`src/wb_pkg.sv`:
```
package wb_pkg;

	// master side of the bus
	localparam int unsigned WB_ADR_W = 16;
	localparam int unsigned WB_DAT_W = 32;
	localparam int unsigned WB_SEL_W = WB_DAT_W / 8;

	// slaves only see the low address bits
	localparam int unsigned SLV_ADR_W = 4;

	// address bits 7..4 pick the peripheral
	// anything above bit 7 is unmapped
	localparam int unsigned PERIPH_LSB = 4;

	// spi command byte, only the write flag matters
	// the remaining bits are don't care
	localparam int unsigned CMD_WRITE_BIT = 7;

	// peripheral slots on the interconnect
	localparam int unsigned PERIPH_RGB = 0;
	localparam int unsigned PERIPH_RAM = 1;

	// rgb controller register map
	localparam logic [SLV_ADR_W-1:0] RGB_REG_R = 4'd0;
	localparam logic [SLV_ADR_W-1:0] RGB_REG_G = 4'd1;
	localparam logic [SLV_ADR_W-1:0] RGB_REG_B = 4'd2;

	// bit 0 gates all three outputs
	localparam logic [SLV_ADR_W-1:0] RGB_REG_CTRL = 4'd3;

endpackage
```
`src/spi_wb_top.sv`:
```
`timescale 1ns/10ps

module spi_wb_top #(
	parameter int unsigned PERIPH_NUM = 2,
	parameter int unsigned PWM_PRESCALE = 1
) (
	input  logic clk,
	input  logic reset_i,

	input  logic spi_sck_i,
	input  logic spi_csn_i,
	input  logic spi_sdi_i,
	output logic spi_sdo_o,

	output logic led_r_o,
	output logic led_g_o,
	output logic led_b_o
);
	localparam int unsigned DW = wb_pkg::WB_DAT_W;

	// master side
	logic wbm_cyc;
	logic wbm_stb;
	logic wbm_we;
	logic [wb_pkg::WB_ADR_W-1:0] wbm_adr;
	logic [wb_pkg::WB_SEL_W-1:0] wbm_sel;
	logic [DW-1:0] wbm_wdat;
	logic [DW-1:0] wbm_rdat;
	logic wbm_stall;
	logic wbm_ack;

	// shared slave side
	logic [PERIPH_NUM-1:0] wbs_cyc;
	logic wbs_stb;
	logic wbs_we;
	logic [wb_pkg::SLV_ADR_W-1:0] wbs_adr;
	logic [wb_pkg::WB_SEL_W-1:0] wbs_sel;
	logic [DW-1:0] wbs_wdat;
	logic [DW*PERIPH_NUM-1:0] wbs_rdat;
	logic [PERIPH_NUM-1:0] wbs_ack;

	wbm_spi u_wbm_spi (
		.clk(clk),
		.reset_i(reset_i),
		.spi_sck_i(spi_sck_i),
		.spi_csn_i(spi_csn_i),
		.spi_sdi_i(spi_sdi_i),
		.spi_sdo_o(spi_sdo_o),
		.wbm_cyc_o(wbm_cyc),
		.wbm_stb_o(wbm_stb),
		.wbm_we_o(wbm_we),
		.wbm_adr_o(wbm_adr),
		.wbm_sel_o(wbm_sel),
		.wbm_dat_o(wbm_wdat),
		.wbm_dat_i(wbm_rdat),
		.wbm_stall_i(wbm_stall),
		.wbm_ack_i(wbm_ack)
	);

	wbx_1master #(
		.PERIPH_NUM(PERIPH_NUM)
	) u_wbx_1master (
		.clk(clk),
		.reset_i(reset_i),
		.wbm_cyc_i(wbm_cyc),
		.wbm_stb_i(wbm_stb),
		.wbm_we_i(wbm_we),
		.wbm_adr_i(wbm_adr),
		.wbm_sel_i(wbm_sel),
		.wbm_dat_i(wbm_wdat),
		.wbm_dat_o(wbm_rdat),
		.wbm_stall_o(wbm_stall),
		.wbm_ack_o(wbm_ack),
		.wbs_cyc_o(wbs_cyc),
		.wbs_stb_o(wbs_stb),
		.wbs_we_o(wbs_we),
		.wbs_adr_o(wbs_adr),
		.wbs_sel_o(wbs_sel),
		.wbs_dat_o(wbs_wdat),
		.wbs_dat_i(wbs_rdat),
		.wbs_ack_i(wbs_ack)
	);

	wbs_rgb #(
		.PWM_PRESCALE(PWM_PRESCALE)
	) u_wbs_rgb (
		.clk(clk),
		.reset_i(reset_i),
		.wb_cyc_i(wbs_cyc[wb_pkg::PERIPH_RGB]),
		.wb_stb_i(wbs_stb),
		.wb_we_i(wbs_we),
		.wb_adr_i(wbs_adr),
		.wb_sel_i(wbs_sel),
		.wb_dat_i(wbs_wdat),
		.wb_dat_o(wbs_rdat[wb_pkg::PERIPH_RGB*DW +: DW]),
		.wb_ack_o(wbs_ack[wb_pkg::PERIPH_RGB]),
		.led_r_o(led_r_o),
		.led_g_o(led_g_o),
		.led_b_o(led_b_o)
	);

	wbs_ram u_wbs_ram (
		.clk(clk),
		.reset_i(reset_i),
		.wb_cyc_i(wbs_cyc[wb_pkg::PERIPH_RAM]),
		.wb_stb_i(wbs_stb),
		.wb_we_i(wbs_we),
		.wb_adr_i(wbs_adr),
		.wb_sel_i(wbs_sel),
		.wb_dat_i(wbs_wdat),
		.wb_dat_o(wbs_rdat[wb_pkg::PERIPH_RAM*DW +: DW]),
		.wb_ack_o(wbs_ack[wb_pkg::PERIPH_RAM])
	);

endmodule

```
`src/wbs_ram.sv`:
```
`timescale 1ns/10ps

module wbs_ram (
	input  logic clk,
	input  logic reset_i,

	input  logic wb_cyc_i,
	input  logic wb_stb_i,
	input  logic wb_we_i,
	input  logic [wb_pkg::SLV_ADR_W-1:0] wb_adr_i,
	input  logic [wb_pkg::WB_SEL_W-1:0] wb_sel_i,
	input  logic [wb_pkg::WB_DAT_W-1:0] wb_dat_i,
	output logic [wb_pkg::WB_DAT_W-1:0] wb_dat_o,
	output logic wb_ack_o
);
	localparam int unsigned DEPTH = 1 << wb_pkg::SLV_ADR_W;

	logic access;
	logic [wb_pkg::WB_DAT_W-1:0] mem [DEPTH];

	assign access = wb_cyc_i & wb_stb_i;

	always_ff @(posedge clk) begin
		if (reset_i) begin
			wb_ack_o <= 1'b0;
		end else begin
			wb_ack_o <= access;
		end
	end

	// byte lanes written under their select bits
	always_ff @(posedge clk) begin
		if (access) begin
			if (wb_we_i) begin
				for (int b = 0; b < wb_pkg::WB_SEL_W; b++) begin
					if (wb_sel_i[b]) begin
						mem[wb_adr_i][8*b +: 8] <= wb_dat_i[8*b +: 8];
					end
				end
			end
			wb_dat_o <= mem[wb_adr_i];
		end
	end

endmodule

```
`src/wbs_rgb.sv`:
```
`timescale 1ns/10ps

module wbs_rgb #(
	parameter int unsigned PWM_PRESCALE = 1
) (
	input  logic clk,
	input  logic reset_i,

	input  logic wb_cyc_i,
	input  logic wb_stb_i,
	input  logic wb_we_i,
	input  logic [wb_pkg::SLV_ADR_W-1:0] wb_adr_i,
	input  logic [wb_pkg::WB_SEL_W-1:0] wb_sel_i,
	input  logic [wb_pkg::WB_DAT_W-1:0] wb_dat_i,
	output logic [wb_pkg::WB_DAT_W-1:0] wb_dat_o,
	output logic wb_ack_o,

	output logic led_r_o,
	output logic led_g_o,
	output logic led_b_o
);
	localparam int unsigned PRE_W = $clog2(PWM_PRESCALE + 1);

	logic access;
	logic [7:0] duty_r;
	logic [7:0] duty_g;
	logic [7:0] duty_b;
	logic enable;
	logic [PRE_W-1:0] pre_cnt;
	logic pwm_tick;
	logic [7:0] pwm_cnt;

	assign access = wb_cyc_i & wb_stb_i;

	always_ff @(posedge clk) begin
		if (reset_i) begin
			wb_ack_o <= 1'b0;
			duty_r <= '0;
			duty_g <= '0;
			duty_b <= '0;
			enable <= 1'b0;
		end else begin
			wb_ack_o <= access;
			// all registers live in byte lane 0
			if (access && wb_we_i && wb_sel_i[0]) begin
				case (wb_adr_i)
					wb_pkg::RGB_REG_R: duty_r <= wb_dat_i[7:0];
					wb_pkg::RGB_REG_G: duty_g <= wb_dat_i[7:0];
					wb_pkg::RGB_REG_B: duty_b <= wb_dat_i[7:0];
					wb_pkg::RGB_REG_CTRL: enable <= wb_dat_i[0];
					default: ;
				endcase
			end
		end
	end

	// read data, zero-extended
	always_ff @(posedge clk) begin
		if (access) begin
			wb_dat_o <= '0;
			case (wb_adr_i)
				wb_pkg::RGB_REG_R: wb_dat_o[7:0] <= duty_r;
				wb_pkg::RGB_REG_G: wb_dat_o[7:0] <= duty_g;
				wb_pkg::RGB_REG_B: wb_dat_o[7:0] <= duty_b;
				wb_pkg::RGB_REG_CTRL: wb_dat_o[0] <= enable;
				default: ;
			endcase
		end
	end

	assign pwm_tick = pre_cnt == PRE_W'(PWM_PRESCALE - 1);

	// prescaler and free-running pwm counter
	always_ff @(posedge clk) begin
		if (reset_i) begin
			pre_cnt <= '0;
			pwm_cnt <= '0;
		end else if (pwm_tick) begin
			pre_cnt <= '0;
			pwm_cnt <= pwm_cnt + 1'b1;
		end else begin
			pre_cnt <= pre_cnt + 1'b1;
		end
	end

	always_ff @(posedge clk) begin
		if (reset_i) begin
			led_r_o <= 1'b0;
			led_g_o <= 1'b0;
			led_b_o <= 1'b0;
		end else begin
			led_r_o <= enable && pwm_cnt < duty_r;
			led_g_o <= enable && pwm_cnt < duty_g;
			led_b_o <= enable && pwm_cnt < duty_b;
		end
	end

endmodule

```
`src/wbx_1master.sv`:
```
`timescale 1ns/10ps

module wbx_1master #(
	parameter int unsigned PERIPH_NUM = 2
) (
	input  logic clk,
	input  logic reset_i,

	input  logic wbm_cyc_i,
	input  logic wbm_stb_i,
	input  logic wbm_we_i,
	input  logic [wb_pkg::WB_ADR_W-1:0] wbm_adr_i,
	input  logic [wb_pkg::WB_SEL_W-1:0] wbm_sel_i,
	input  logic [wb_pkg::WB_DAT_W-1:0] wbm_dat_i,
	output logic [wb_pkg::WB_DAT_W-1:0] wbm_dat_o,
	output logic wbm_stall_o,
	output logic wbm_ack_o,

	output logic [PERIPH_NUM-1:0] wbs_cyc_o,
	output logic wbs_stb_o,
	output logic wbs_we_o,
	output logic [wb_pkg::SLV_ADR_W-1:0] wbs_adr_o,
	output logic [wb_pkg::WB_SEL_W-1:0] wbs_sel_o,
	output logic [wb_pkg::WB_DAT_W-1:0] wbs_dat_o,
	input  logic [wb_pkg::WB_DAT_W*PERIPH_NUM-1:0] wbs_dat_i,
	input  logic [PERIPH_NUM-1:0] wbs_ack_i
);
	localparam int unsigned IDX_W = 4;
	localparam int unsigned HIGH_LSB = wb_pkg::PERIPH_LSB + IDX_W;

	logic accept;
	logic [IDX_W-1:0] req_idx;
	logic req_mapped;
	logic busy;
	logic miss_ack;
	logic [IDX_W-1:0] idx_q;

	assign accept = wbm_cyc_i & wbm_stb_i & ~busy;
	assign req_idx = wbm_adr_i[wb_pkg::PERIPH_LSB +: IDX_W];
	assign req_mapped = (wbm_adr_i[wb_pkg::WB_ADR_W-1:HIGH_LSB] == '0) &&
		(req_idx < PERIPH_NUM);

	assign wbm_stall_o = busy;
	assign wbm_ack_o = miss_ack | (|(wbs_ack_i & wbs_cyc_o));
	// unmapped reads return zero
	assign wbm_dat_o = miss_ack ? '0 : wbs_dat_i[idx_q*wb_pkg::WB_DAT_W +: wb_pkg::WB_DAT_W];

	always_ff @(posedge clk) begin
		if (reset_i) begin
			busy <= 1'b0;
			miss_ack <= 1'b0;
			wbs_stb_o <= 1'b0;
			wbs_cyc_o <= '0;
		end else if (accept) begin
			busy <= 1'b1;
			miss_ack <= !req_mapped;
			wbs_stb_o <= req_mapped;
			for (int i = 0; i < PERIPH_NUM; i++) begin
				wbs_cyc_o[i] <= req_mapped && req_idx == i;
			end
		end else begin
			wbs_stb_o <= 1'b0;
			miss_ack <= 1'b0;
			if (wbm_ack_o) begin
				busy <= 1'b0;
				wbs_cyc_o <= '0;
			end
		end
	end

	// request payload toward the slaves
	always_ff @(posedge clk) begin
		if (accept) begin
			wbs_we_o <= wbm_we_i;
			wbs_adr_o <= wbm_adr_i[wb_pkg::SLV_ADR_W-1:0];
			wbs_sel_o <= wbm_sel_i;
			wbs_dat_o <= wbm_dat_i;
			if (req_mapped) begin
				idx_q <= req_idx;
			end
		end
	end

endmodule

```
`src/wbm_spi.sv`:
```
`timescale 1ns/10ps

module wbm_spi (
	input  logic clk,
	input  logic reset_i,

	input  logic spi_sck_i,
	input  logic spi_csn_i,
	input  logic spi_sdi_i,
	output logic spi_sdo_o,

	output logic wbm_cyc_o,
	output logic wbm_stb_o,
	output logic wbm_we_o,
	output logic [wb_pkg::WB_ADR_W-1:0] wbm_adr_o,
	output logic [wb_pkg::WB_SEL_W-1:0] wbm_sel_o,
	output logic [wb_pkg::WB_DAT_W-1:0] wbm_dat_o,
	input  logic [wb_pkg::WB_DAT_W-1:0] wbm_dat_i,
	input  logic wbm_stall_i,
	input  logic wbm_ack_i
);
	localparam int unsigned CNT_W = 7;
	localparam int unsigned CMD_BITS = 8;
	localparam int unsigned DUMMY_BITS = 8;

	// bit positions within a frame, counted from zero
	localparam int unsigned CMD_LAST = CMD_BITS - 1;
	localparam int unsigned ADR_LAST = CMD_BITS + wb_pkg::WB_ADR_W - 1;
	localparam int unsigned DAT_LAST = CMD_BITS + wb_pkg::WB_ADR_W + wb_pkg::WB_DAT_W - 1;
	localparam int unsigned RD_FIRST = CMD_BITS + wb_pkg::WB_ADR_W + DUMMY_BITS;
	localparam int unsigned FRAME_END = RD_FIRST + wb_pkg::WB_DAT_W;

	logic [2:0] sck_sync;
	logic [1:0] csn_sync;
	logic [1:0] sdi_sync;
	logic sck_rise;
	logic sck_fall;
	logic frame_off;
	logic [CNT_W-1:0] bit_cnt;
	logic [wb_pkg::WB_DAT_W-1:0] shift_in;
	logic [wb_pkg::WB_DAT_W-1:0] shift_next;
	logic [wb_pkg::WB_DAT_W-1:0] shift_out;
	logic is_write;
	logic issue_rd;
	logic issue_wr;
	logic data_phase;

	// two-flop synchronizers, sck keeps one more stage for edges
	always_ff @(posedge clk) begin
		if (reset_i) begin
			sck_sync <= '0;
			csn_sync <= '1;
			sdi_sync <= '0;
		end else begin
			sck_sync <= {sck_sync[1:0], spi_sck_i};
			csn_sync <= {csn_sync[0], spi_csn_i};
			sdi_sync <= {sdi_sync[0], spi_sdi_i};
		end
	end

	assign sck_rise = sck_sync[1] & ~sck_sync[2];
	assign sck_fall = ~sck_sync[1] & sck_sync[2];
	assign frame_off = csn_sync[1];
	assign shift_next = {shift_in[wb_pkg::WB_DAT_W-2:0], sdi_sync[1]};

	// bit counter, cleared whenever csn is high
	always_ff @(posedge clk) begin
		if (reset_i || frame_off) begin
			bit_cnt <= '0;
		end else if (sck_rise && bit_cnt != CNT_W'(FRAME_END)) begin
			bit_cnt <= bit_cnt + 1'b1;
		end
	end

	always_ff @(posedge clk) begin
		if (sck_rise) begin
			shift_in <= shift_next;
			if (bit_cnt == CNT_W'(CMD_LAST)) begin
				is_write <= shift_next[wb_pkg::CMD_WRITE_BIT];
			end
		end
	end

	// reads go out right after the address, writes after the data word
	assign issue_rd = sck_rise && !frame_off && !wbm_cyc_o && !is_write &&
		bit_cnt == CNT_W'(ADR_LAST);
	assign issue_wr = sck_rise && !frame_off && !wbm_cyc_o && is_write &&
		bit_cnt == CNT_W'(DAT_LAST);

	always_ff @(posedge clk) begin
		if (sck_rise && !wbm_cyc_o && bit_cnt == CNT_W'(ADR_LAST)) begin
			wbm_adr_o <= shift_next[wb_pkg::WB_ADR_W-1:0];
		end
		if (issue_wr) begin
			wbm_dat_o <= shift_next;
		end
		if (issue_rd || issue_wr) begin
			wbm_we_o <= is_write;
		end
	end

	// full word writes only
	assign wbm_sel_o = '1;

	// one request per frame, stb drops once accepted
	always_ff @(posedge clk) begin
		if (reset_i) begin
			wbm_cyc_o <= 1'b0;
			wbm_stb_o <= 1'b0;
		end else if (issue_rd || issue_wr) begin
			wbm_cyc_o <= 1'b1;
			wbm_stb_o <= 1'b1;
		end else begin
			if (wbm_stb_o && !wbm_stall_i) begin
				wbm_stb_o <= 1'b0;
			end
			if (wbm_ack_i) begin
				wbm_cyc_o <= 1'b0;
			end
		end
	end

	assign data_phase = !is_write && bit_cnt >= CNT_W'(RD_FIRST) &&
		bit_cnt < CNT_W'(FRAME_END);

	// read word lands during the dummy byte
	always_ff @(posedge clk) begin
		if (wbm_cyc_o && wbm_ack_i && !wbm_we_o) begin
			shift_out <= wbm_dat_i;
		end else if (sck_fall && data_phase && !frame_off) begin
			shift_out <= {shift_out[wb_pkg::WB_DAT_W-2:0], 1'b0};
		end
	end

	// mode 0, sdo moves after the falling edge
	always_ff @(posedge clk) begin
		if (reset_i || frame_off) begin
			spi_sdo_o <= 1'b0;
		end else if (sck_fall) begin
			spi_sdo_o <= data_phase ? shift_out[wb_pkg::WB_DAT_W-1] : 1'b0;
		end
	end

endmodule

```
`config.mk`:
```
export PLATFORM = sky130hd
export DESIGN_NAME = spi_wb_top
export DESIGN_NICKNAME = d
export VERILOG_FILES = /design/src/wb_pkg.sv /design/src/spi_wb_top.sv /design/src/wbs_ram.sv /design/src/wbs_rgb.sv /design/src/wbx_1master.sv /design/src/wbm_spi.sv
export SDC_FILE = /design/constraint.sdc
export NUM_CORES = 1
export LEC_CHECK = 0
export BUFFER_PORTS_ARGS = -buffer_cell sky130_fd_sc_hd__buf_2
export CAP_MARGIN = 20
export CORE_ASPECT_RATIO = 0.75
export CORE_MARGIN = 4
export CORE_UTILIZATION = 45
export CTS_BUF_LIST = sky130_fd_sc_hd__clkbuf_8 sky130_fd_sc_hd__clkbuf_16
export DETAILED_ROUTE_END_ITERATION = 12
export MAX_ROUTING_LAYER = met4
export SYNTH_ARGS = -nofsm -noshare
export SYNTH_HDL_FRONTEND = slang
export SYNTH_HIERARCHICAL = 1
export SYNTH_SLANG_ARGS = --single-unit
```
`constraint.sdc`:
```
create_clock -name clk -period 4.44 [get_ports clk]
set_input_delay 0.444 -clock clk [delete_from_list [all_inputs] [get_ports clk]]
set_output_delay 0.444 -clock clk [all_outputs]
set_load 0.01 [all_outputs]
```
# After elaboration in Yosys (flattened, before gate mapping)
# Memory sizes are Yosys's and may differ from the RTL's. A register that Yosys moved wholly into a read port is not among the register bits.
# Cells that the tools add are included.
op_classes:
  magnitude_cmp: 6
  reduce_logical: 47
  eq_ne: 8
  addsub: 3
  bitwise_logic: 13
  n_shift: 1
  muxes: 16
op_table:
  columns: ["op", "n"]
  rows:
  - ["32-bit 2-to-1 mux", 3]
  - ["64-bit by 10-bit indexed part select with 32-bit output", 1]
  - ["8-bit < comparator", 3]
  - ["1-bit logical AND", 23]
  - ["7-bit case mux with 3 select lines", 1]
  - ["2-bit AND reduction", 6]
  - ["1-bit 2-to-1 mux", 9]
  - ["8-bit by 1-bit adder with 8-bit output, second input constant", 1]
  - ["4-bit by 1-bit equality test with 1-bit output, second input constant", 2]
  - ["4-bit by 2-bit equality test with 1-bit output, second input constant", 2]
  - ["4-bit logical NOT", 2]
  - ["8-bit logical NOT", 1]
  - ["2-bit nonzero test", 4]
  - ["7-bit by 1-bit adder with 7-bit output, second input constant", 1]
  - ["7-bit by 3-bit equality test with 1-bit output, second input constant", 1]
  - ["7-bit by 5-bit equality test with 1-bit output, second input constant", 1]
  - ["7-bit by 6-bit equality test with 1-bit output, second input constant", 1]
  - ["7-bit by 6-bit greater-or-equal comparator with 1-bit output, second input constant", 1]
  - ["7-bit < comparator, second input constant", 1]
  - ["7-bit inequality test, second input constant", 1]
  - ["1-bit AND", 6]
  - ["1-bit logical NOT", 6]
  - ["2-bit OR reduction", 3]
  - ["1-bit NOT", 5]
  - ["other kinds (7)", 9]
totals:
  mem_bits_rw: 512
  wordCells: 128
  memories: 1
  output_inout_bits: 4
  input_bits: 5
  ff_bits: 223
mem_list:
  columns: ["name", "depth", "word_bits", "read_ports", "rd_ports_with_merged_regs", "write_ports", "line_no", "rtl"]
  rows:
  - ["u_wbs_ram.mem", 16, 32, 1, 1, 1, "wbs_ram.sv:19", "logic [wb_pkg::WB_DAT_W-1:0] mem [DEPTH];"]

# Logic depth before layout (Yosys ltp)
# Gate-level depths: netlist (run 1).
logic_depth:
  word_depth: 8
  mapped_depth: 6
  depth_no_buf: 6

# Cells and area by module
# Netlist (run 1), hierarchy kept.
by_module_without_submodules:
  columns: ["module", "cells_each", "area_each_um2", "seq_area_each_um2", "instances"]
  rows:
  - ["wbs_ram", 914, 20490.9, 16355.7, 1]
  - ["wbm_spi", 244, 4560.6, 3733.6, 1]
  - ["wbs_rgb", 282, 2492.4, 1001.0, 1]
  - ["wbx_1master", 140, 2049.5, 1421.4, 1]

# Worst setup path after synthesis (run 1)
# Ideal clock, no wire load.
synth_timing:
  path_kind: "register -> register"
  from: "register u_wbm_spi.bit_cnt[0]"
  to: "register u_wbm_spi/wbm_dat_o[0] in the netlist's numbering, enable pin"
  path_stages_with_launch: 5
  arrival_time_ps: 3134
  synth_period_minus_slack_ps: 3595
  setup_slack_ps: 845
  setup_time_ps: 461
  path_buffers: 0
  cell_sequence: "dfxtp_1 ha_1 and4b_1 nand4b_1 nor3_1"
synth_via:
  elab_chain_len: 2
synth_rtl:
  columns: ["item", "line_no", "rtl"]
  rows:
  - ["start: declaration", "wbm_spi.sv:39", "logic [CNT_W-1:0] bit_cnt;"]
  - ["start signal: assignment", "wbm_spi.sv:71", "bit_cnt <= bit_cnt + 1'b1;"]
  - ["7-bit by 6-bit equality test with 1-bit output", "wbm_spi.sv:88", "bit_cnt == CNT_W'(DAT_LAST);"]
  - ["1-bit logical AND", "wbm_spi.sv:87", "assign issue_wr = sck_rise && !frame_off && !wbm_cyc_o && is_write &&"]
  - ["net u_wbm_spi.issue_wr", "wbm_spi.sv:45", "logic issue_wr;"]
  - ["end signal: assignment", "wbm_spi.sv:95", "wbm_dat_o <= shift_next;"]
  - ["end: declaration", "wbm_spi.sv:17", "output logic [wb_pkg::WB_DAT_W-1:0] wbm_dat_o,"]
# The timed path passes the listed nets, and every way through them passes these cells.
# A chain may end at the register's enable or synchronous reset.

# Final worst setup path (run 1)
layout_timing:
  from: "register u_wbx_1master/wbs_adr_o[3] in the netlist's numbering"
  to: "memory u_wbs_ram/mem[2][11] in the netlist's numbering, enable pin"
layout_lines:
  columns: ["item", "line_no", "rtl"]
  rows:
  - ["start: declaration", "wbx_1master.sv:22", "output logic [wb_pkg::SLV_ADR_W-1:0] wbs_adr_o,"]
  - ["start signal: assignment", "wbx_1master.sv:75", "wbs_adr_o <= wbm_adr_i[wb_pkg::SLV_ADR_W-1:0];"]
  - ["end: declaration", "wbs_ram.sv:19", null]
# No word-level cell before the write port.

==> reports/metrics.yaml, run 1 <==
sta:
  clock.fmax_mhz: 314.9
  rsz0062_at_grt: "false"
  worst_pin_slew_ns: 1.050
  maxSlewViolCount: 0
  skew_ns: 0.01859
  layout_min_cycle_time_ns: 3.176
  finalHoldViolations: 0
  setup_viol: 0
  max_slew_margin: 0.2939
  period_share: 0.7152
  final.setup.tns_ns: 0
die:
  rows: 81
  core_sq_um: 65170
  start_util: 0.4541
  die_height_um: 230.1
  die_area_sq_um: 69970
  die_w_um: 304.1
  boundaryPins: 9
critical_path:
  cp.required_ns: 4.66
  start_kind: "register"
  rr_worst_depth: 3
  reg2reg_slack_ns: 1.26
  critPathArrivalTime_ns: 3.40
  path_max_fanout: 20
  path_class: "reg -> reg"
  worst_setup_path_end_kind: "register"
routing:
  vias_per_cell: 5.585
  via_count: 14220
  drc: 0
  firstDrtPassIters: 5
  final_antenna_net_count: 0
  wirelength_um: 61030
  routedWlPerCell_um: 23.97
  dr.first_iter.drc_count: 1494
power_and_ir_drop:
  switchingPower_uw: 2604
  irDropWorstVdd_v: 0.0003272
  power_frac_comb: 0.003
  p_sw_frac: 0.1868
  p_leak_uw: 0.01046
  p_seq_frac: 0.562
  clkPwrFrac: 0.435
  cellPowerDensity_nw_per_um2: 424.2
  p_int_uw: 11340
synth:
  syn_inst: 1580
  synth-edff-count: 709
  synth.top_cell.area_share: 0.7194
  synth_seq_cells: 770
  yosys.area.top_type: "edfxtp_1"
  ys_warn_count: 6
  ys.flop_type: "edfxtp_1"
  avgSynthCellArea_sq_um: 18.73
  syn_area_sq_um: 29590
  synth-seq-area-share: 0.7607
  synthDistinctLibCells: 53
  ys_top_cells_by_area: "edfxtp_1 (72%), mux4_2 (9.7%), dfxtp_1 (4.1%)"
  async_flop_share: 0
finish:
  drive_gt1_frac: 0.1904
  post-route-util: 0.5044
  n_antenna_cell: 0
  fin_nets: 1645
  final_area_sq_um: 32870
  syn2layout_area_growth_pct: 11.07
global_route:
  overflow: 0
  grt_first_pass_wirelength_um: 91710
  grt_pass1_vias: 14200
  antenna_found_initial: 1
  track_usage: 0.1807
  grt_start_max_net_pins: 70
place:
  port_buffers: 8
  hpwl_um: 38350
  gp_congestion: 0.8182
  dpl_cell_area_sq_um: 30500
run_status:
  outcome: "complete, no violations"
cts:
  clk_pin_slew_worst_paths_ns: 0.06
  cts-resized-gates: 0
  clkLatencyLatePin_ns: 0.60
  htreeDepth: 3
  clock_sinks: 770
  cts_tree: "yes"
  cts_root_buffer: "clkbuf_16"
  clk_path_buf_depth: 3
  cts_buffers: 74
min_path:
  hp-class: "in -> reg"
  hold-path-cell-count: 2
job:
  drv_cap: 0
-- cell families after synthesis --
group / synth area share
flops: 0.7607
buf+inv: 0.02431
xor+xnor: 0.002368
compound gates: 0.03192
mux: 0.1221
fa+ha+maj: 0.01015
other cells: 0.0002538
simple gates: 0.04824
-- power groups by stage --
stage / Sequential, uW / Combinational, uW / Clock, uW
2_1_floorplan: 7990 / 47.4 / 0
3_3_place_gp: 7990 / 39.5 / 0
3_5_place_dp: 7990 / 40.9 / 0
4_1_cts: 7840 / 41.8 / 6200
5_1_grt: 7840 / 47.9 / 6520
6_report: 7840 / 41.5 / 6060
-- metal layers --
layer / up-vias / global-route usage / part of all wire
met2: 480 / 0.2578 / 0.44
met5: - / - / 0
met3: 96 / 0.03987 / 0.073
li1: 6257 / - / -
met4: 0 / 0.04330 / 0.020
met1: 7386 / 0.2673 / 0.46
-- synthesized netlist by cell type (all sizes together), types with 4 or more instances --
cell	count
nand3	11
dfxtp	61
a22oi	72
clkbuf	31
a31oi	4
o21ai	6
inv	29
nor4	7
xor2	6
mux2	31
a21oi	37
nand4b	4
mux4	128
nor2b	13
nor2	121
edfxtp	709
or3	4
ha	24
nor3	4
buf	71
nand2	112
mux2i	38
and2	7
-- registers in the layout, summed over array words and instances (netlist names), 3 cells and up --
| signal | cells |
|---|---|
| u_wbm_spi/shift_in | 31 |
| u_wbm_spi/shift_out | 32 |
| u_wbm_spi/wbm_dat_o | 32 |
| u_wbs_rgb/wb_dat_o | 8 |
| u_wbm_spi/bit_cnt | 7 |
| u_wbs_rgb/duty_b | 8 |
| u_wbm_spi/wbm_adr_o | 16 |
| u_wbx_1master/idx_q | 3 |
| u_wbs_rgb/duty_g | 8 |
| u_wbm_spi/sck_sync | 3 |
| u_wbx_1master/wbs_adr_o | 4 |
| u_wbs_rgb/pwm_cnt | 8 |
| u_wbx_1master/wbs_sel_o | 4 |
| u_wbx_1master/wbs_dat_o | 32 |
| u_wbs_ram/wb_dat_o | 32 |
| u_wbs_ram/mem | 512 |
| u_wbs_rgb/duty_r | 8 |
-- area by class of cell --
| class | instances | area [sq um] |
|---|---|---|
| Inverter | 29 | 108.9 |
| Multi-Input combinational cell | 706 | 6507 |
| Sequential cell | 770 | 22510 |
| Timing Repair Buffer | 35 | 295.3 |
| Fill cell | 5204 | 32300 |
| Tap cell | 871 | 1090 |
| Clock buffer | 81 | 1982 |
| Clock inverter | 54 | 374.1 |
-- worst paths after layout --
kind                                        start                                     to
min reg2reg     u_wbm_spi/wbm_dat_o[10]$_DFFE_PP_  u_wbx_1master/wbs_dat_o[10]$_DFFE_PP_
min                                     spi_sdi_i       u_wbm_spi/sdi_sync[0]$_SDFF_PP0_
max reg2reg  u_wbx_1master/wbs_adr_o[3]$_DFFE_PP_         u_wbs_ram/mem[2][11]$_DFFE_PP_
max          u_wbx_1master/wbs_adr_o[3]$_DFFE_PP_         u_wbs_ram/mem[2][11]$_DFFE_PP_
-- critical path, stage by stage (launching register included) --
cell	delay, ns
edfxtp_1	0.66
nor2_2	0.83
nand2_1	0.54
nor2_1	0.77
-- cell usage in the layout, fill, tap and decap left out, types with 4 or more instances in the layout --
cell,netlist,layout
mux2_2,31,31
clkinv_2,0,15
clkinv_1,0,18
buf_2,28,8
clkbuf_8,0,4
mux4_2,128,128
o21ai_0,6,5
clkbuf_16,0,77
buf_12,0,4
a31oi_1,4,4
nand3_1,11,11
dfxtp_1,61,61
bufinv_16,0,5
nor2_1,121,120
nand2_1,112,112
nor4_2,1,4
buf_4,29,22
ha_1,24,24
inv_1,29,40
mux2i_1,38,38
a22oi_1,72,72
nor2b_1,13,11
conb_1,2,29
nand4b_1,4,4
xor2_1,6,6
edfxtp_1,709,709
a21oi_1,37,37
and2_1,7,6
-- what timing repair did --
item	in CTS	in global routing
setup buffers	0	0
endpoints found under the hold margin	1	0
hold buffers	1	0
-- per-stage QoR --
step / worst slack, ns / hold WS [ns] / total power [uW] / cells
2_1_floorplan: 0.8448 / 0.3895 / 8035 / 1607
3_3_place_gp: 1.391 / 0.3949 / 8033 / 2409
3_5_place_dp: 1.275 / 0.4042 / 8036 / 2410
4_1_cts: 1.255 / 0.02064 / 14080 / 2546
5_1_grt: 1.116 / 0.06357 / 14400 / 2546
6_report: 1.264 / 0.05740 / 13940 / 2546
(Power assumes the default switching activity.)
==> run 2: changes to the inputs <==
==> constraint.sdc (replaced) <==
create_clock -name clk -period 2.65 [get_ports clk]
set_input_delay 0.265 -clock clk [delete_from_list [all_inputs] [get_ports clk]]
set_output_delay 0.265 -clock clk [all_outputs]
set_load 0.01 [all_outputs]
==> reports/metrics.yaml, run 2 (synthesis results as in run 1) <==
run_status:
  outcome: "complete, no violations"
routing:
  vias_per_cell: 5.552  # -0.59%
  dr.first_iter.drc_count: 1868  # +25%
  routedWlPerCell_um: 24.04  # +0.30%
  drc: 0  # unchanged
  final_antenna_net_count: 0  # unchanged
  via_count: 14570  # +2.5%
  wirelength_um: 63110  # +3.4%
  firstDrtPassIters: 5  # unchanged
critical_path:
  worst_setup_path_end_kind: "register"
  start_kind: "register"
  path_class: "reg -> reg"
  path_max_fanout: 8  # -60%
  cp.required_ns: 2.96  # -1.70 ns
  critPathArrivalTime_ns: 2.52  # -0.88 ns
sta:
  timing.hold.ws_ns: 0.3780  # +0.3206 ns
  rsz0062_at_grt: "false"
  maxSlewViolCount: 0  # unchanged
  worst_pin_slew_ns: 0.9232  # -0.1272 ns
  skew_ns: 0.01483  # -0.003758 ns
  period_share: 0.8336  # +0.1183
  worst_slack_ns: 0.4410  # -0.8233 ns
  final.setup.tns_ns: 0  # unchanged
  clock.fmax_mhz: 452.7  # +44%
  layout_min_cycle_time_ns: 2.209  # -0.9667 ns
  finalHoldViolations: 0  # unchanged
  max_slew_margin: 0.3845  # +0.09064
  setup_viol: 0  # unchanged
global_route:
  overflow: 0  # unchanged
  grt_use_met3: 0.03702  # -0.002855
  grt_start_max_net_pins: 50  # -29%
  grt_use_met2: 0.2705  # +0.01268
  grt_pass1_vias: 14720  # +3.7%
  antenna_found_initial: 2  # +1
  grt_use_met1: 0.2754  # +0.008062
  busiest_layer: "met1"
  track_usage: 0.1873  # +0.006524
  grt_first_pass_wirelength_um: 95000  # +3.6%
die:
  boundaryPins: 9  # unchanged
  die_area_sq_um: 69970  # unchanged
  core_sq_um: 65170  # unchanged
  start_util: 0.4541  # unchanged
  rows: 81  # unchanged
  die_height_um: 230.1  # unchanged
  die_w_um: 304.1  # unchanged
finish:
  syn2layout_area_growth_pct: 13.18
  mostFrequentLayoutCell: "edfxtp_1"
  largest_reg_flops: 512  # unchanged
  layout_common_cells: "edfxtp_1 (709), mux4_2 (128), nor2_1 (120)"
  post-route-util: 0.5140  # +0.009581
  fillers: 5148  # -1.1%
  top_register: "u_wbs_ram/mem"
  fin_nets: 1728  # +5.0%
  drive_gt1_frac: 0.2236  # +0.03317
min_path:
  hp-class: "in -> reg"
cts:
  cts-resized-gates: 0  # unchanged
  clock_sinks: 770  # unchanged
  clk_path_buf_depth: 3  # unchanged
  cts_buffers: 73  # -1.4%
  cts_tree: "yes"
  cts_root_buffer: "clkbuf_16"
  clk_pin_slew_worst_paths_ns: 0.06  # about the same
  clkLatencyLatePin_ns: 0.61  # about the same
  ctsHoldBuffers: 6  # +5
  cts_setup_buffers: 0  # unchanged
  htreeDepth: 3  # unchanged
power_and_ir_drop:
  p_leak_uw: 0.01092  # +4.3%
  cellPowerDensity_nw_per_um2: 687.3  # +62%
  power_uw: 23020  # +65%
  irDropWorstVdd_v: 0.0004645  # +42%
place:
  gp_congestion: 0.8076  # -1.3%
  place_ws_ns: 0.4691  # -0.8058 ns
  port_buffers: 8  # unchanged
  hpwl_um: 39390  # +2.7%
job:
  drv_cap: 0  # unchanged
-- run 2: path summary, 6_finish.rpt --
path                                        start                                    end  slack, ns  cells past startpoint
min reg2reg     u_wbm_spi/wbm_dat_o[17]$_DFFE_PP_  u_wbx_1master/wbs_dat_o[17]$_DFFE_PP_       0.40                      0
min                                     spi_csn_i       u_wbm_spi/csn_sync[0]$_SDFF_PP1_       0.38                      3
max          u_wbx_1master/wbs_adr_o[3]$_DFFE_PP_         u_wbs_ram/mem[15][3]$_DFFE_PP_       0.44                      4
max reg2reg  u_wbx_1master/wbs_adr_o[3]$_DFFE_PP_         u_wbs_ram/mem[15][3]$_DFFE_PP_       0.44                      4
-- run 2: stage by stage --
step / instances / cell area (sq um)
floorplan: 1607 / 29700
global placement: 2489 / 31190
detailed placement: 2489 / 31190
CTS: 2624 / 33490
global route: 2625 / 33490
finish: 2625 / 33490
-- run 2: final cells by class --
class	instances	area [sq um]	share of cell area
tap	871	1090	0.03254
sequential	770	22510	0.6721
clock buffer	83	2009	0.05999
antenna	1	2.502	0.00007471
multi-input combinational	706	6514	0.1945
clock inverter	46	231.5	0.006911
timing repair buffer	119	1026	0.03063
inverter	29	108.9	0.003250
-- run 2: power breakdown --
| part | switching [uW] | total [uW] | leakage (uW) | internal [uW] |
|---|---|---|---|---|
| clock | 4300 | 9800 | 0.00116 | 5500 |
| sequential | 28.7 | 13100 | 0.00687 | 13100 |
| combinational | 46.4 | 77.2 | 0.00289 | 30.7 |
| total | 4380 | 23000 | 0.0109 | 18600 |
-- run 2: metal layers --
metal / wire, um / share of wire
met1: 28620 / 0.45
met2: 28300 / 0.45
met3: 4886 / 0.077
met4: 1302 / 0.021
met5: 0 / 0
-- run 2: worst max-delay path, stage by stage (launching register included) --
cell      delay (ns)
edfxtp_1        0.57
and2_1          0.41
nand3_1         0.43
nor2_1          0.28
buf_4           0.22
==> run 3: changes to the inputs <==
==> constraint.sdc (replaced) <==
create_clock -name clk -period 2.16 [get_ports clk]
set_input_delay 0.216 -clock clk [delete_from_list [all_inputs] [get_ports clk]]
set_output_delay 0.216 -clock clk [all_outputs]
set_load 0.01 [all_outputs]
==> reports/metrics.yaml, run 3 (synthesis results as in run 1) <==
die:
  die_area_sq_um: 69970  # unchanged
  rows: 81  # unchanged
  core_sq_um: 65170  # unchanged
  boundaryPins: 9  # unchanged
  die_w_um: 304.1  # unchanged
  die_height_um: 230.1  # unchanged
  start_util: 0.4541  # unchanged
critical_path:
  critPathArrivalTime_ns: 2.45  # -0.07 ns
  worstPathCellList: "buf_12 > buf_4 > mux4_2 > a22oi_1 > nand2_1"
  path_class: "reg -> reg"
  worst_setup_path_end_kind: "register"
  path_max_fanout: 15  # +7
  cp.required_ns: 2.49  # -0.47 ns
  start_kind: "register"
  cpPeakStageDelay_ns: 0.57  # about the same
  cp_slowest_cell: "mux4_2"
finish:
  multi_input_area_sq_um: 6605  # +1.4%
  top_register: "u_wbs_ram/mem"
  final_area_sq_um: 34170  # +2.0%
  seqCellArea_sq_um: 22510  # unchanged
  fin_nets: 1762  # +2.0%
  syn2layout_area_growth_pct: 15.48
  mostFrequentLayoutCell: "edfxtp_1"
  layout_common_cells: "edfxtp_1 (709), mux4_2 (128), buf_4 (118)"
  fillers: 5097  # -0.99%
  largest_reg_flops: 512  # unchanged
  drive_gt1_frac: 0.2574  # +0.03376
power_and_ir_drop:
  irDropWorstVdd_v: 0.0006505  # +40%
  p_leak_uw: 0.01121  # +2.7%
  power_uw: 29230  # +27%
  cellPowerDensity_nw_per_um2: 855.4  # +24%
cts:
  cts_buffers: 76  # +4.1%
  clk_path_buf_depth: 3  # unchanged
  clkLatencyLatePin_ns: 0.62  # about the same
  cts_tree: "yes"
  clk_pin_slew_worst_paths_ns: 0.06  # about the same
  cts_root_buffer: "clkbuf_16"
  clock_sinks: 770  # unchanged
  htreeDepth: 3  # unchanged
sta:
  rsz0062_at_grt: "true"
  clock.fmax_mhz: 472.5  # +4.4%
  max_slew_margin: 0.4695  # +0.08495
  skew_ns: 0.02419  # +0.009352 ns
  layout_min_cycle_time_ns: 2.116  # -0.09266 ns
  maxSlewViolCount: 0  # unchanged
  finalHoldViolations: 0  # unchanged
  period_share: 0.9798  # +0.1462
  worst_pin_slew_ns: 0.7958  # -0.1274 ns
  setup_viol: 0  # unchanged
  timing.hold.ws_ns: 0.04964  # -0.3284 ns
min_path:
  hp-class: "in -> reg"
global_route:
  grt_first_pass_wirelength_um: 93830  # -1.2%
  antenna_found_initial: 1  # -1
  overflow: 0  # unchanged
  grt_pass1_vias: 14670  # -0.34%
  track_usage: 0.1837  # -0.003577
  grt_start_max_net_pins: 46  # -8.0%
place:
  dpl_cell_area_sq_um: 31630  # +1.4%
  port_buffers: 8  # unchanged
  hpwl_um: 40320  # +2.4%
  gp_congestion: 0.7916  # -2.0%
routing:
  vias_per_cell: 5.437  # -2.1%
  via_count: 14500  # -0.51%
  routedWlPerCell_um: 23.10  # -3.9%
  drc: 0  # unchanged
  final_antenna_net_count: 0  # unchanged
  firstDrtPassIters: 5  # unchanged
  wirelength_um: 61600  # -2.4%
  dr.first_iter.drc_count: 1407  # -25%
job:
  drv_cap: 0  # unchanged
run_status:
  outcome: "complete, no violations"
==> run 3: area by class of cell <==
cell class | count | area share
Sequential cell | 770 | 0.6587
Tap cell | 871 | 0.03189
Multi-Input combinational cell | 706 | 0.1933
Inverter | 29 | 0.003185
Antenna cell | 1 | 0.00007323
Clock buffer | 79 | 0.05785
Clock inverter | 61 | 0.01450
Timing Repair Buffer | 150 | 0.04049
==> run 3: through the flow <==
stage	util	setup TNS, ns	setup slack (ns)	cells
after floorplan	-	-7.518	-0.2349	1607
after detailed placement	0.4854	-0.02201	-0.02201	2523
after global routing	0.5244	-0.01455	-0.008954	2666
after CTS	0.5239	0	0.01397	2666
after global placement	0.4854	-0.002780	-0.002780	2523
final	0.5244	0	0.04370	2667
==> run 3: worst paths after layout <==
kind	startpoint	to	slack (ns)	cells after the start
max reg2reg	u_wbx_1master/wbs_adr_o[0]$_DFFE_PP_	u_wbs_ram/wb_dat_o[12]$_DFFE_PP_	0.04	5
min reg2reg	u_wbm_spi/wbm_dat_o[3]$_DFFE_PP_	u_wbx_1master/wbs_dat_o[3]$_DFFE_PP_	0.41	0
min	reset_i	u_wbm_spi/sck_sync[1]$_SDFF_PP0_	0.05	2
max	u_wbx_1master/wbs_adr_o[0]$_DFFE_PP_	u_wbs_ram/wb_dat_o[12]$_DFFE_PP_	0.04	5
==> run 3: where the power goes <==
| group | internal [uW] | switching, uW |
|---|---|---|
| combinational | 34.1 | 55.0 |
| sequential | 16100 | 31.9 |
| clock | 7590 | 5440 |
==> run 3: routing by layer <==
layer	track usage	vias to the layer above	routed length (um)
li1	-	6508	-
met1	0.2800	7468	29020
met2	0.2592	439	27290
met3	0.03628	85	4274
met4	0.03739	0	1014
met5	-	-	0
==> run 3: critical path: cells and delay by family, from the launching register on <==
kind / cells / cell delay, ns
muxes: 1 / 0.57
buffers and inverters: 2 / 0.40
DFF: 1 / 0.37
AOI/OAI and AO/OA: 1 / 0.36
and+or+nand+nor: 1 / 0.15
==> run 3: repair_timing <==
item                                    in CTS  in global routing
buffers inserted                             0                  0
hold buffers                                 3                  0
endpoints found under the setup margin       1                 12
endpoints found under the hold margin        3                  0
resized for setup                            1                  7
